File: config.mk
export PLATFORM = sky130hd
export DESIGN_NAME = mem_resp_stage
export DESIGN_NICKNAME = d
export VERILOG_FILES = /design/src/source/mem_sec_pkg.sv /design/src/source/mem_resp_stage.sv
export SDC_FILE = /design/constraint.sdc
export NUM_CORES = 1
export LEC_CHECK = 0
export BUFFER_PORTS_ARGS = -buffer_cell sky130_fd_sc_hd__buf_2
export CAP_MARGIN = 20
export CORE_MARGIN = 10
export CORE_UTILIZATION = 38
export DETAILED_ROUTE_END_ITERATION = 8
export PLACE_DENSITY = 0.74
export SKIP_CTS_REPAIR_TIMING = 1
export SLEW_MARGIN = 5
export SYNTH_ARGS = -nofsm -noshare
export SYNTH_HDL_FRONTEND = slang
export SYNTH_SLANG_ARGS = --single-unit
File: constraint.sdc
create_clock -name clk -period 1.85 [get_ports clk]
set_clock_uncertainty 0.15 [all_clocks]
set_input_delay 0.185 -clock clk [delete_from_list [all_inputs] [get_ports clk]]
set_output_delay 0.185 -clock clk [all_outputs]
set_load 0.005 [all_outputs]
File: src/source/mem_sec_pkg.sv
// secure memory access controller
// shared widths, reset partition and the opcode and verdict encodings
// used by the check, data and response stages

package mem_sec_pkg;

	//----------------------------------------------------------
	// field widths and sizes
	//----------------------------------------------------------

	// word address into the on-chip memory
	localparam int addr_w = 10;

	// data word
	localparam int data_w = 32;

	// request tag, echoed back unchanged
	localparam int opaque_w = 8;

	// memory depth in words
	localparam int mem_words = 1024;

	//----------------------------------------------------------
	// partition control
	//----------------------------------------------------------

	// boundary between low and high region after reset
	localparam logic [addr_w-1:0] par_reset = 10'h300;

	// secure writes to this word move the boundary
	localparam logic [addr_w-1:0] cfg_addr = '0;

	//----------------------------------------------------------
	// encodings
	//----------------------------------------------------------

	typedef enum logic [0:0] {
		op_read  = 1'b0,
		op_write = 1'b1
	} mem_op_e;

	// outcome of the policy check, carried down the pipeline
	typedef enum logic [1:0] {
		verdict_access  = 2'd0,
		verdict_deny    = 2'd1,
		verdict_set_par = 2'd2
	} mem_verdict_e;

endpackage

File: src/source/mem_resp_stage.sv
// secure memory response stage
// forms the response fields, security level and insecure flag,
// and holds them while the requester is not ready

`timescale 1ns/1ps

module mem_resp_stage (
	input  logic clk,
	input  logic reset,

	// from the data stage
	input  logic in_val,
	output logic in_rdy,
	input  mem_sec_pkg::mem_op_e in_op,
	input  logic [mem_sec_pkg::opaque_w-1:0] in_opaque,
	input  logic in_domain,
	input  mem_sec_pkg::mem_verdict_e in_verdict,
	input  logic in_low_region,
	input  logic [mem_sec_pkg::data_w-1:0] in_rd_data,

	// response side
	output logic resp_val,
	input  logic resp_rdy,
	output mem_sec_pkg::mem_op_e resp_op,
	output logic [mem_sec_pkg::opaque_w-1:0] resp_opaque,
	output logic [mem_sec_pkg::data_w-1:0] resp_data,
	output logic resp_sec_level,
	output logic resp_insecure
);

	import mem_sec_pkg::*;

	//----------------------------------------------------------
	// handshake
	//----------------------------------------------------------

	logic accept;

	assign in_rdy = !resp_val || resp_rdy;
	assign accept = in_val && in_rdy;

	//----------------------------------------------------------
	// response fields
	//----------------------------------------------------------

	logic              is_access;
	logic              sec_level;
	logic              insecure;
	logic [data_w-1:0] data;

	assign is_access = in_verdict == verdict_access;
	assign insecure  = in_verdict == verdict_deny;

	always_comb begin
		if (is_access) begin
			// only a normal access to the low region stays at level 0
			sec_level = !(in_low_region && !in_domain);
		end else begin
			sec_level = in_domain;
		end
	end

	// data only for reads that reached memory
	always_comb begin
		if (is_access && in_op == op_read) begin
			data = in_rd_data;
		end else begin
			data = '0;
		end
	end

	//----------------------------------------------------------
	// output register
	//----------------------------------------------------------

	always_ff @(posedge clk) begin
		if (reset) begin
			resp_val <= 1'b0;
		end else if (in_rdy) begin
			resp_val <= in_val;
		end
	end

	always_ff @(posedge clk) begin
		if (accept) begin
			resp_op        <= in_op;
			resp_opaque    <= in_opaque;
			resp_data      <= data;
			resp_sec_level <= sec_level;
			resp_insecure  <= insecure;
		end
	end

endmodule

## Yosys cells after proc, flatten, opt, wreduce, memory -nomap -nowiden

Cells that the tools add are included.

| word-level totals | value |
|---|---|
| word-level logic and storage cells | 17 |
| output and inout port bits | 45 |
| bits of input ports | 49 |
| bits in registers | 44 |

| operators by class | value |
|---|---|
| equal/unequal tests | 1 |
| bitwise gates (word level) | 1 |
| muxes and demuxes | 1 |
| reductions and logical operators | 8 |

Operators by type and width:

| kind | count |
|---|---|
| $logic_and A1 B1 Y1 | 3 |
| $logic_not A1 Y1 | 3 |
| $eq A2 B1 Y1 const B | 1 |
| $logic_not A2 Y1 | 1 |
| $logic_or A1 B1 Y1 | 1 |
| $mux W1 | 1 |
| $not A1 Y1 | 1 |

## Longest topological paths before layout

| logic depth | value |
|---|---|
| depth after elaboration | 4 |
| depth in mapped cells | 3 |
| depth with buffers taken out | 2 |

## Least setup slack after synthesis

Ideal clock, no wire load.

| timing path | value |
|---|---|
| path type | register -> register |
| start point | register resp_val |
| end point | register resp_data[0] (netlist bit), enable pin |
| path slack | -0.186 ns |
| data required time | 1.295 ns |
| library setup time | 0.405 ns |
| clock period less this slack | 2.036 ns |
| path buffers | 0 |
| cell stages (with the launch flop) | 3 |
| data arrival time | 1.481 ns |
| path through | dfxtp_1 > nand2b_1 > and2_1 |

| on the way | value |
|---|---|
| longest elaborated chain between the ends | 3 |

RTL lines:

| what | line | text |
|---|---|---|
| start, declared | mem_resp_stage.sv:22 | `output logic resp_val,` |
| start signal, assigned | mem_resp_stage.sv:80 | `resp_val <= in_val;` |
| $logic_not A1 Y1 | mem_resp_stage.sv:39 | `assign in_rdy = !resp_val \|\| resp_rdy;` |
| $logic_or A1 B1 Y1 | mem_resp_stage.sv:39 |  |
| via in_rdy | mem_resp_stage.sv:13 | `output logic in_rdy,` |
| $logic_and A1 B1 Y1 | mem_resp_stage.sv:40 | `assign accept = in_val && in_rdy;` |
| via accept | mem_resp_stage.sv:37 | `logic accept;` |
| end signal, assigned | mem_resp_stage.sv:88 | `resp_data <= data;` |
| end, declared | mem_resp_stage.sv:26 | `output logic [mem_sec_pkg::data_w-1:0] resp_data,` |

The timed path passes the listed nets, and every way through them passes these cells.
A chain may end at the register's enable or synchronous reset.

## Worst setup path in the final report

| timing path | value |
|---|---|
| start point | input port in_op |
| end point | register resp_data[14] (netlist bit), data pin |

| on the way | value |
|---|---|
| longest elaborated chain between the ends | 2 |

RTL lines:

| what | line | text |
|---|---|---|
| start, declared | mem_resp_stage.sv:14 | `input mem_sec_pkg::mem_op_e in_op,` |
| $not A1 Y1 | mem_resp_stage.sv:65 | `if (is_access && in_op == op_read) begin` |
| $logic_and A1 B1 Y1 | mem_resp_stage.sv:65 |  |

Every way passes these cells.

==> impl_metrics.env <==
export IMPL_crit_type="input port to register"
export IMPL_p_leak_nw=1.03
export IMPL_grt_use_total_pct=10.4
export IMPL_crit_slowest_cell="dlygate4sd3_1"
export IMPL_layout_drive_gt1_share_pct=52.8
export IMPL_start_util_pct=39.7
export IMPL_tns_ns=0
export IMPL_power_frac_clock_pct=30.3
export IMPL_ys_warn_count=0
export IMPL_p_comb_share_pct=9.7
export IMPL_htree_levels=2
export IMPL_rows=23
export IMPL_viasPerCell=4.21
export IMPL_grt_pass1_vias=1121
export IMPL_ys_types=11
export IMPL_insertion_delay_ns=0.28
export IMPL_tightest_slew_ns=0.251
export IMPL_die_h_um=84.9
export IMPL_violations="negative hold slack"
export IMPL_io_buffers=93
export IMPL_place_congestion=0.688
export IMPL_synth_cell_area_um2=1600
export IMPL_yosys_register_bits=44
export IMPL_cts_root_buf="clkbuf_8"
export IMPL_fp_dieW_um=84.9
export IMPL_clkTransAtPathRegs_ns=0.07
export IMPL_r2r_slack_ns=0.55
export IMPL_via_count=1041
export IMPL_syn_inst=87
export IMPL_grt_start_max_net_pins=44
export IMPL_rr_worst_depth=3
export IMPL_hp_start="in_val"
export IMPL_status="finished with violations"
export IMPL_cap_violations=0
export IMPL_end_kind="register"
export IMPL_r2r_end="resp_op"
export IMPL_syn2layout_area_growth_pct=44.6
export IMPL_ant_nets=0
export IMPL_max_stage_delay_ns=0.53
export IMPL_fillCellCount=344
export IMPL_start_kind="input port"
export IMPL_drt_iter0_drc=56
export IMPL_finalPower_mw=1.95
export IMPL_p_seq_share_pct=60.0
export IMPL_holdCritPathClass="input port to register"
export IMPL_grt_pass1_wl_mm=5.83
export IMPL_ys_seq_area_share_pct=81.9
export IMPL_layout_nets=245
export IMPL_design_portCount=94
export IMPL_min_path_cells=3
export IMPL_coreArea_um2=4030
export IMPL_drc=0
export IMPL_clkSinkCount=44
export IMPL_finalHoldViolations=1
export IMPL_diodes=0
export IMPL_fmax_ghz=0.673
export IMPL_synth_nets=136
export IMPL_reg2reg_from="resp_val"
export IMPL_grt_antenna_before_repair=0
export IMPL_drv_slew=0
export IMPL_p_sw_mw=0.384
export IMPL_worstPathRequired_ns=1.84
export IMPL_cp_arrival_ns=1.48
export IMPL_startpoint="in_op"
export IMPL_hold_slack_ns=-0.00670
export IMPL_crit_chain="dlygate4sd3_1 -> buf_2 -> nor3_4 -> buf_4 -> and2_1"
export IMPL_numCtsBuffers=5
export IMPL_p_per_area_nw_per_um2=843
export IMPL_cts_tree="built"
export IMPL_wl_mm=4.01
export IMPL_finalCritPeriodShare_pct=80.3
export IMPL_switching_share_pct=19.7
export IMPL_grt_ovfl_total=0
export IMPL_crit_fanout=32
export IMPL_slew_headroom_pct=83.3
export IMPL_finalCriticalPeriod_ns=1.49
export IMPL_die_area_um2=7210
export IMPL_synth_area_per_cell_um2=18.4
export IMPL_rsz0062_at_grt="false"
export IMPL_worst_hold_path_endpoint="resp_val"
export IMPL_clock_path_buffers=2
export IMPL_vdd_drop_max_mv=0.442
export IMPL_detail_route_wl_per_cell_um=16.2
export IMPL_internal_power_mw=1.57
export IMPL_dr_pass1_iters=4
export IMPL_setup_viol=0
-- state kept, by name, indices dropped and copies added (netlist names) --
signal,count
resp_val,1
resp_sec_level,1
resp_op,1
resp_opaque,8
resp_data,32
resp_insecure,1
-- power by group through the flow --
stage	combinational (mW)	clock, mW	sequential, mW
after floorplan	0.0439	0	1.20
after global placement	0.176	0	1.19
after detailed placement	0.179	0	1.19
after CTS	0.180	0.616	1.17
after global routing	0.211	0.653	1.18
final	0.190	0.590	1.17
-- worst max-delay path: cells and delay by family --
family	cells	cell delay, ns
buf+inv	3	0.95
simple gates	2	0.34
-- worst max-delay path by stage --
stage / end / slack (ns) / cells after the start
after floorplan: resp_data[0] / 0.27 / 2
after global placement: resp_data[22] / 0.60 / 3
after detailed placement: resp_opaque[0] / 0.56 / 3
after CTS: resp_data[6] / 0.55 / 3
after global routing: resp_data[17] / 0.29 / 5
final: resp_data[14] / 0.36 / 5
-- metal layers --
metal,share of wire (%),up-vias,global-route usage (%)
met2,58,41,19.1
met1,32,475,9.58
met4,1.6,0,5.54
met5,0,-,0
li1,-,521,-
met3,8.2,4,4.21
-- cells in the final DEF, fill, tap and decap left out --
master and count:
nor2b_1 1, inv_1 1, and2_2 1, clkbuf_8 6, nor3_4 1, dlygate4sd3_1 10, dfxtp_1 1, edfxtp_1 43
clkbuf_1 2, or2_2 1, buf_12 1, and2_1 32, nand2b_1 1, nor3_1 1, buf_4 1, buf_2 93
a21oi_1 1
-- final cells by class --
| cell class | count | area [um2] | area share, % |
|---|---|---|---|
| inverters | 1 | 3.75 | 0.162 |
| repair buffers | 105 | 593 | 25.6 |
| flip-flops and latches | 44 | 1310 | 56.7 |
| clock buffers | 8 | 90.1 | 3.89 |
| multi-input cells | 39 | 253 | 10.9 |
| well taps | 50 | 62.6 | 2.70 |
-- kinds of logic after synthesis --
group                  synth area share [%]
AO/OA/AOI/OAI                         0.312
buffers and inverters                  2.35
flip-flops                             81.9
AND/OR/NAND/NOR                        15.4
-- stage by stage --
| step | hold slack [ns] | setup WS, ns | cell area (um2) | util, % | std cells |
|---|---|---|---|---|---|
| final | -0.00670 | 0.364 | 2310 | 57.4 | 247 |
| after CTS | -0.111 | 0.548 | 2210 | 54.9 | 237 |
| after floorplan | 0.104 | 0.272 | 1600 | - | 87 |
| after detailed placement | 0.195 | 0.559 | 2120 | 52.7 | 229 |
| after global routing | 0.0143 | 0.290 | 2310 | 57.4 | 247 |
| after global placement | 0.192 | 0.596 | 2120 | 52.7 | 229 |
-- Yosys cell counts, drive strengths merged --
cell	count	area [um2]
dfxtp	1	20.0
inv	1	3.75
nand2b	1	6.26
nor2b	1	6.26
edfxtp	43	1290
buf	3	33.8
and2	33	206
a21oi	1	5.00
nor3	2	21.3
or2	1	6.26
No activity file was read; power rests on OpenSTA's default activity.
