===== config.mk =====
export PLATFORM = sky130hd
export DESIGN_NAME = mem_sec_check
export DESIGN_NICKNAME = d
export VERILOG_FILES = /design/src/source/mem_sec_pkg.sv /design/src/source/mem_sec_check.sv
export SDC_FILE = /design/constraint.sdc
export NUM_CORES = 1
export LEC_CHECK = 0
export BUFFER_PORTS_ARGS = -buffer_cell sky130_fd_sc_hd__clkbuf_2
export CAP_MARGIN = 30
export CORE_ASPECT_RATIO = 1.5
export CORE_MARGIN = 2
export CORE_UTILIZATION = 29
export DETAILED_ROUTE_END_ITERATION = 12
export SYNTH_ARGS = -nofsm -noshare
export SYNTH_HDL_FRONTEND = slang
export SYNTH_SLANG_ARGS = --single-unit

===== constraint.sdc =====
create_clock -name clk -period 6.1 [get_ports clk]
set_input_delay 0.305 -clock clk [delete_from_list [all_inputs] [get_ports clk]]
set_output_delay 0.305 -clock clk [all_outputs]
set_load 0.05 [all_outputs]

===== src/source/mem_sec_pkg.sv =====
// secure memory access controller
// shared widths, reset partition and the opcode and verdict encodings
// used by the check, data and response stages

package mem_sec_pkg;

	//----------------------------------------------------------
	// field widths and sizes
	//----------------------------------------------------------

	// word address into the on-chip memory
	localparam int addr_w = 10;

	// data word
	localparam int data_w = 32;

	// request tag, echoed back unchanged
	localparam int opaque_w = 8;

	// memory depth in words
	localparam int mem_words = 1024;

	//----------------------------------------------------------
	// partition control
	//----------------------------------------------------------

	// boundary between low and high region after reset
	localparam logic [addr_w-1:0] par_reset = 10'h300;

	// secure writes to this word move the boundary
	localparam logic [addr_w-1:0] cfg_addr = '0;

	//----------------------------------------------------------
	// encodings
	//----------------------------------------------------------

	typedef enum logic [0:0] {
		op_read  = 1'b0,
		op_write = 1'b1
	} mem_op_e;

	// outcome of the policy check, carried down the pipeline
	typedef enum logic [1:0] {
		verdict_access  = 2'd0,
		verdict_deny    = 2'd1,
		verdict_set_par = 2'd2
	} mem_verdict_e;

endpackage


===== src/source/mem_sec_check.sv =====
// secure memory check stage
// holds the partition register and judges every request against
// the domain and declassify policy, one request per cycle

`timescale 1ns/1ps

module mem_sec_check (
	input  logic clk,
	input  logic reset,

	// request side
	input  logic req_val,
	output logic req_rdy,
	input  mem_sec_pkg::mem_op_e req_op,
	input  logic [mem_sec_pkg::opaque_w-1:0] req_opaque,
	input  logic [mem_sec_pkg::addr_w-1:0] req_addr,
	input  logic [mem_sec_pkg::data_w-1:0] req_data,
	input  logic req_domain,
	input  logic req_declass,

	// toward the data stage
	output logic out_val,
	input  logic out_rdy,
	output mem_sec_pkg::mem_op_e out_op,
	output logic [mem_sec_pkg::opaque_w-1:0] out_opaque,
	output logic [mem_sec_pkg::addr_w-1:0] out_addr,
	output logic [mem_sec_pkg::data_w-1:0] out_data,
	output logic out_domain,
	output mem_sec_pkg::mem_verdict_e out_verdict,
	output logic out_low_region
);

	import mem_sec_pkg::*;

	//----------------------------------------------------------
	// handshake
	//----------------------------------------------------------

	logic accept;

	// register free, or its content leaves this cycle
	assign req_rdy = !out_val || out_rdy;
	assign accept  = req_val && req_rdy;

	//----------------------------------------------------------
	// policy
	//----------------------------------------------------------

	logic [addr_w-1:0] par_q;
	logic              addr_low;
	logic              addr_cfg;
	mem_verdict_e      verdict;

	assign addr_low = req_addr < par_q;
	assign addr_cfg = req_addr == cfg_addr;

	always_comb begin
		verdict = verdict_deny;
		if (!req_domain) begin
			// normal domain only sees the low region
			if (addr_cfg) begin
				verdict = verdict_deny;
			end else if (addr_low) begin
				verdict = verdict_access;
			end else begin
				verdict = verdict_deny;
			end
		end else begin
			// secure domain, declass must match the region
			if (addr_cfg) begin
				verdict = verdict_set_par;
			end else if (addr_low) begin
				if (req_declass) begin
					verdict = verdict_deny;
				end else begin
					verdict = verdict_access;
				end
			end else begin
				if (req_declass) begin
					verdict = verdict_access;
				end else begin
					verdict = verdict_deny;
				end
			end
		end
	end

	//----------------------------------------------------------
	// partition register and stage valid
	//----------------------------------------------------------

	always_ff @(posedge clk) begin
		if (reset) begin
			par_q   <= par_reset;
			out_val <= 1'b0;
		end else begin
			// next request already sees the new boundary
			if (accept && verdict == verdict_set_par) begin
				par_q <= req_data[addr_w-1:0];
			end
			if (req_rdy) begin
				out_val <= req_val;
			end
		end
	end

	// payload, loaded on acceptance only
	always_ff @(posedge clk) begin
		if (accept) begin
			out_op         <= req_op;
			out_opaque     <= req_opaque;
			out_addr       <= req_addr;
			out_data       <= req_data;
			out_domain     <= req_domain;
			out_verdict    <= verdict;
			out_low_region <= addr_low;
		end
	end

endmodule


# After elaboration in Yosys (flattened, before gate mapping)
# Index checks and enable logic that the tools add are counted.
[word_totals]
regBits = 66
latch_bits = 0
ram_bits = 0
romBits = 0
inputBits = 57
mem_count = 0
[classes]
addsub = 0
mul = 0
div = 0
order_cmp = 1
eq_ne = 1
shift = 0
muxes = 7
bitwise_logic = 0
reduce_logical = 5
[ops]
columns = ["operator", "n"]
rows = [
  ["$logic_not 10->1", 1],
  ["$lt 10x10->1", 1],
  ["$mux 2", 3],
  ["$mux 1", 4],
  ["$eq 2x2->1 const B", 1],
  ["$logic_and 1x1->1", 2],
  ["$logic_not 1->1", 1],
  ["$logic_or 1x1->1", 1],
]

# Longest topological paths before layout
[depth]
depth_word = 6
mapped_depth = 7
depth_no_buf = 7

# Worst setup path after synthesis
# OpenSTA, ideal clock, no wires.
[synth_path]
path_type = "reg-to-reg"
start = "register out_val"
end = "register par_q[0]"
setup_time_ns = 0.128
t_arrival_ns = 3.119
required_ns = 5.972
slack_ns = 2.853
path_stages_with_launch = 7
n_path_buf = 1
period_less_slack_ns = 3.247
path_cell_list = "dfxtp_1 > nand2b_1 > and2_1 > and3_4 > buf_12 > mux2i_1 > nor2_1"
[synth_via]
elab_chain_cells = 4
[synth_lines]
columns = ["item", "line_no", "source"]
rows = [
  ["start: declaration", "mem_sec_check.sv:22", "output logic out_val,"],
  ["start signal: assignment", "mem_sec_check.sv:102", "out_val <= req_val;"],
  ["$logic_not 1->1", "mem_sec_check.sv:42", "assign req_rdy = !out_val || out_rdy;"],
  ["$logic_or 1x1->1", "mem_sec_check.sv:42", ""],
  ["via req_rdy", "mem_sec_check.sv:13", "output logic req_rdy,"],
  ["$logic_and 1x1->1", "mem_sec_check.sv:43", "assign accept = req_val && req_rdy;"],
  ["via accept", "mem_sec_check.sv:39", "logic accept;"],
  ["$logic_and 1x1->1", "mem_sec_check.sv:98", "if (accept && verdict == verdict_set_par) begin"],
  ["end signal: assignment", "mem_sec_check.sv:94", "par_q <= par_reset;"],
  ["end signal: assignment", "mem_sec_check.sv:99", "par_q <= req_data[addr_w-1:0];"],
  ["end: declaration", "mem_sec_check.sv:49", "logic [addr_w-1:0] par_q;"],
]
# The timed path passes the listed nets, and every way through them passes these cells.
# A chain may end at the register's enable or synchronous reset.

# Worst setup path after layout
[layout_path]
start = "register par_q[7]"
end = "register out_verdict[0], data pin"
[layout_via]
elab_chain_cells = 4
elab_cells_between_ends = 6
[layout_lines]
columns = ["item", "line_no", "source"]
rows = [
  ["$lt 10x10->1 *", "mem_sec_check.sv:54", "assign addr_low = req_addr < par_q;"],
  ["$mux 1 or $mux 2 (tied branches)", "mem_sec_check.sv:63, mem_sec_check.sv:72", ""],
  ["$mux 1 or $mux 2 (tied branches)", "mem_sec_check.sv:61, mem_sec_check.sv:70", ""],
  ["$mux 2 *", "mem_sec_check.sv:59", "if (!req_domain) begin"],
  ["via verdict[0]", "mem_sec_check.sv:52", "mem_verdict_e verdict;"],
  ["end signal: assignment", "mem_sec_check.sv:115", "out_verdict <= verdict;"],
  ["end: declaration", "mem_sec_check.sv:29", "output mem_sec_pkg::mem_verdict_e out_verdict,"],
]
# The timed path passes the listed nets; every way through them passes the cells marked *.

==> reports/metrics.cfg <==
[job]
maxCapViolations=0

[worst_setup_path]
worstPathMaxFanout=4
crit_type=reg2reg
worstPathArrival_ns=2.29
required_ns=6.26
start_kind=register
cp-end-kind=register

[synth]
yosysTopAreaCell=edfxtp_1
synth.distinct_cells=26
netlist_area_um2=2370
synth_edf_count=55
avgSynthCellArea_um2=17.55
yosys_warnings=0
synth_most_common_cell=edfxtp_1
syn_inst=135
synth_seq_cells=66
synthTopCellsByCount=edfxtp_1 (55), nor2_1 (13), dfxtp_1 (11)
syn-num-nets=201
netlist.area_leader.share=0.6969
synthFlopType=edfxtp_1
synthTopCellsByArea=edfxtp_1 (70%), dfxtp_1 (9.3%), ha_1 (4.8%), mux2i_1 (3.4%), nor2_1 (2.1%)
yosysSeqAreaShare=0.7899
async_reset_ff_frac=0

[routing]
drtIter0Drc=71
vias_per_cell=4.160
routed_wl_um=4916
postRouteAntennaNets=0
first_pass_iters=3
avgRoutedWirePerCell_um=13.36
drc_errors=0
vias=1531

[floorplan]
fp-row-count=40
die_h_um=114.7
core_area_um2=7958
dieArea_um2=8926
ios=114
start_util=0.2978
die_x_um=77.81

[sta]
slew_violations=0
fin_crit_sh=0.3490
hold_viol=0
worstMarginPinSlew_ns=0.5768
clock_skew_ns=0.004929
setup_tns_ns=0
whs_ns=0.1544
max_freq_ghz=0.4697
min_period_ns=2.129
setup_viol=0
slew_headroom=0.6154
rsz0062_at_grt=no

[grt]
antenna_found_initial=0
grt_pass1_vias=1531
grt_pass1_wl_um=7514
grt_use_total=0.1173
grt_max_degree=49
overflow=0

[placement]
dp.cells=352
hpwl_um=3852
io_buffers=113
place_congestion=0.7307

[layout]
antenna_cells=0
final_util=0.4239
final_cell_count_no_fill=368
drive_gt1_frac=0.5057
area_growth_pct=42.34
final_nets=324

[cts]
clk_latency_ns=0.32
cts_inserted_buffers=9
htreeDepth=3
cts_hold_buf=0
clkSinkCount=66
cts_root_buffer=clkbuf_16
cts_setup_buffers=0
clkTransAtPathRegs_ns=0.05
cts_tree=built
cts_resized=0
clk_path_buf_depth=2

[run_status]
status=finished clean

[power]
finalPower_mw=1.200
p_leak_nw=1.422
ir_drop_mv=0.1437
power_density_nw_per_um2=355.6

[min_path]
hp-class=in2reg

==> routing by layer <==
| metal | GRT usage | part of all wire |
|---|---|---|
| met1 | 0.1165 | 0.35 |
| met2 | 0.2075 | 0.56 |
| met3 | 0.04180 | 0.062 |
| met4 | 0.07143 | 0.025 |
| met5 | 0 | 0 |
==> stage by stage <==
stage,area (µm²),worst slack [ns]
2_1_floorplan,2370,2.853
3_3_place_gp,3052,3.938
3_5_place_dp,3052,3.899
4_1_cts,3373,3.968
5_1_grt,3373,3.827
6_report,3373,3.971
==> final cells by class <==
type                       count  area, µm²
tap                          105      131.4
clock inverter                 5      78.83
multi-input combinational     56      434.2
clock buffer                  11      242.7
timing repair buffer         114      573.1
inverter                      11      41.29
fill                         761       4584
sequential                    66       1872
==> placed cells by master (no fill, tap or decap), types with 2 or more instances in the layout <==
| master | netlist | layout |
|---|---|---|
| a211o_1 | 2 | 2 |
| a211oi_1 | 3 | 3 |
| a21oi_1 | 2 | 2 |
| bufinv_16 | 0 | 2 |
| clkbuf_16 | 0 | 9 |
| clkbuf_2 | 0 | 113 |
| clkinv_2 | 0 | 2 |
| dfxtp_1 | 11 | 11 |
| edfxtp_1 | 55 | 55 |
| ha_1 | 9 | 9 |
| inv_1 | 10 | 10 |
| mux2i_1 | 8 | 8 |
| nand2b_1 | 2 | 2 |
| nor2_1 | 13 | 13 |
| nor3_1 | 2 | 2 |
| o21ai_0 | 2 | 2 |
| or4_1 | 2 | 2 |
==> registers in the layout, summed over array words and instances, names as in the netlist <==
name and cells:
out_op 1, out_low_region 1, out_val 1, out_verdict 2, par_q 10, out_opaque 8, out_data 32, out_domain 1
out_addr 10
==> worst max-delay path: stages (launching register included) <==
cell and delay, ns:
dfxtp_1 0.33, inv_1 0.05, ha_1 0.29, a211oi_1 0.20, nor2_1 0.07, or3_1 0.40
or4_1 0.52, o211ai_1 0.11
==> power breakdown <==
group          switching (mW)  leakage, nW  total, mW  internal [mW]
registers             0.00545        0.621      0.521          0.516
logic                   0.109        0.642      0.141         0.0319
clock network           0.170        0.159      0.538          0.367
==> worst paths after layout <==
check	cells past startpoint	to	from	slack, ns
min	1	out_data[19]	req_data[19]	0.15
min reg2reg	2	par_q[6]	par_q[6]	0.49
max reg2reg	7	out_verdict[0]	par_q[7]	3.97
max	7	out_verdict[0]	par_q[7]	3.97
==> kinds of logic after synthesis <==
| logic type | count (synthesis) | share of synthesized area |
|---|---|---|
| AOI/OAI and AO/OA | 11 | 0.03221 |
| adders and majority gates | 9 | 0.04752 |
| buffers and inverters | 13 | 0.02745 |
| DFF | 66 | 0.7899 |
| muxes | 8 | 0.03379 |
| and+or+nand+nor | 28 | 0.06916 |
Note: power is estimated with default switching activity, not from simulation.
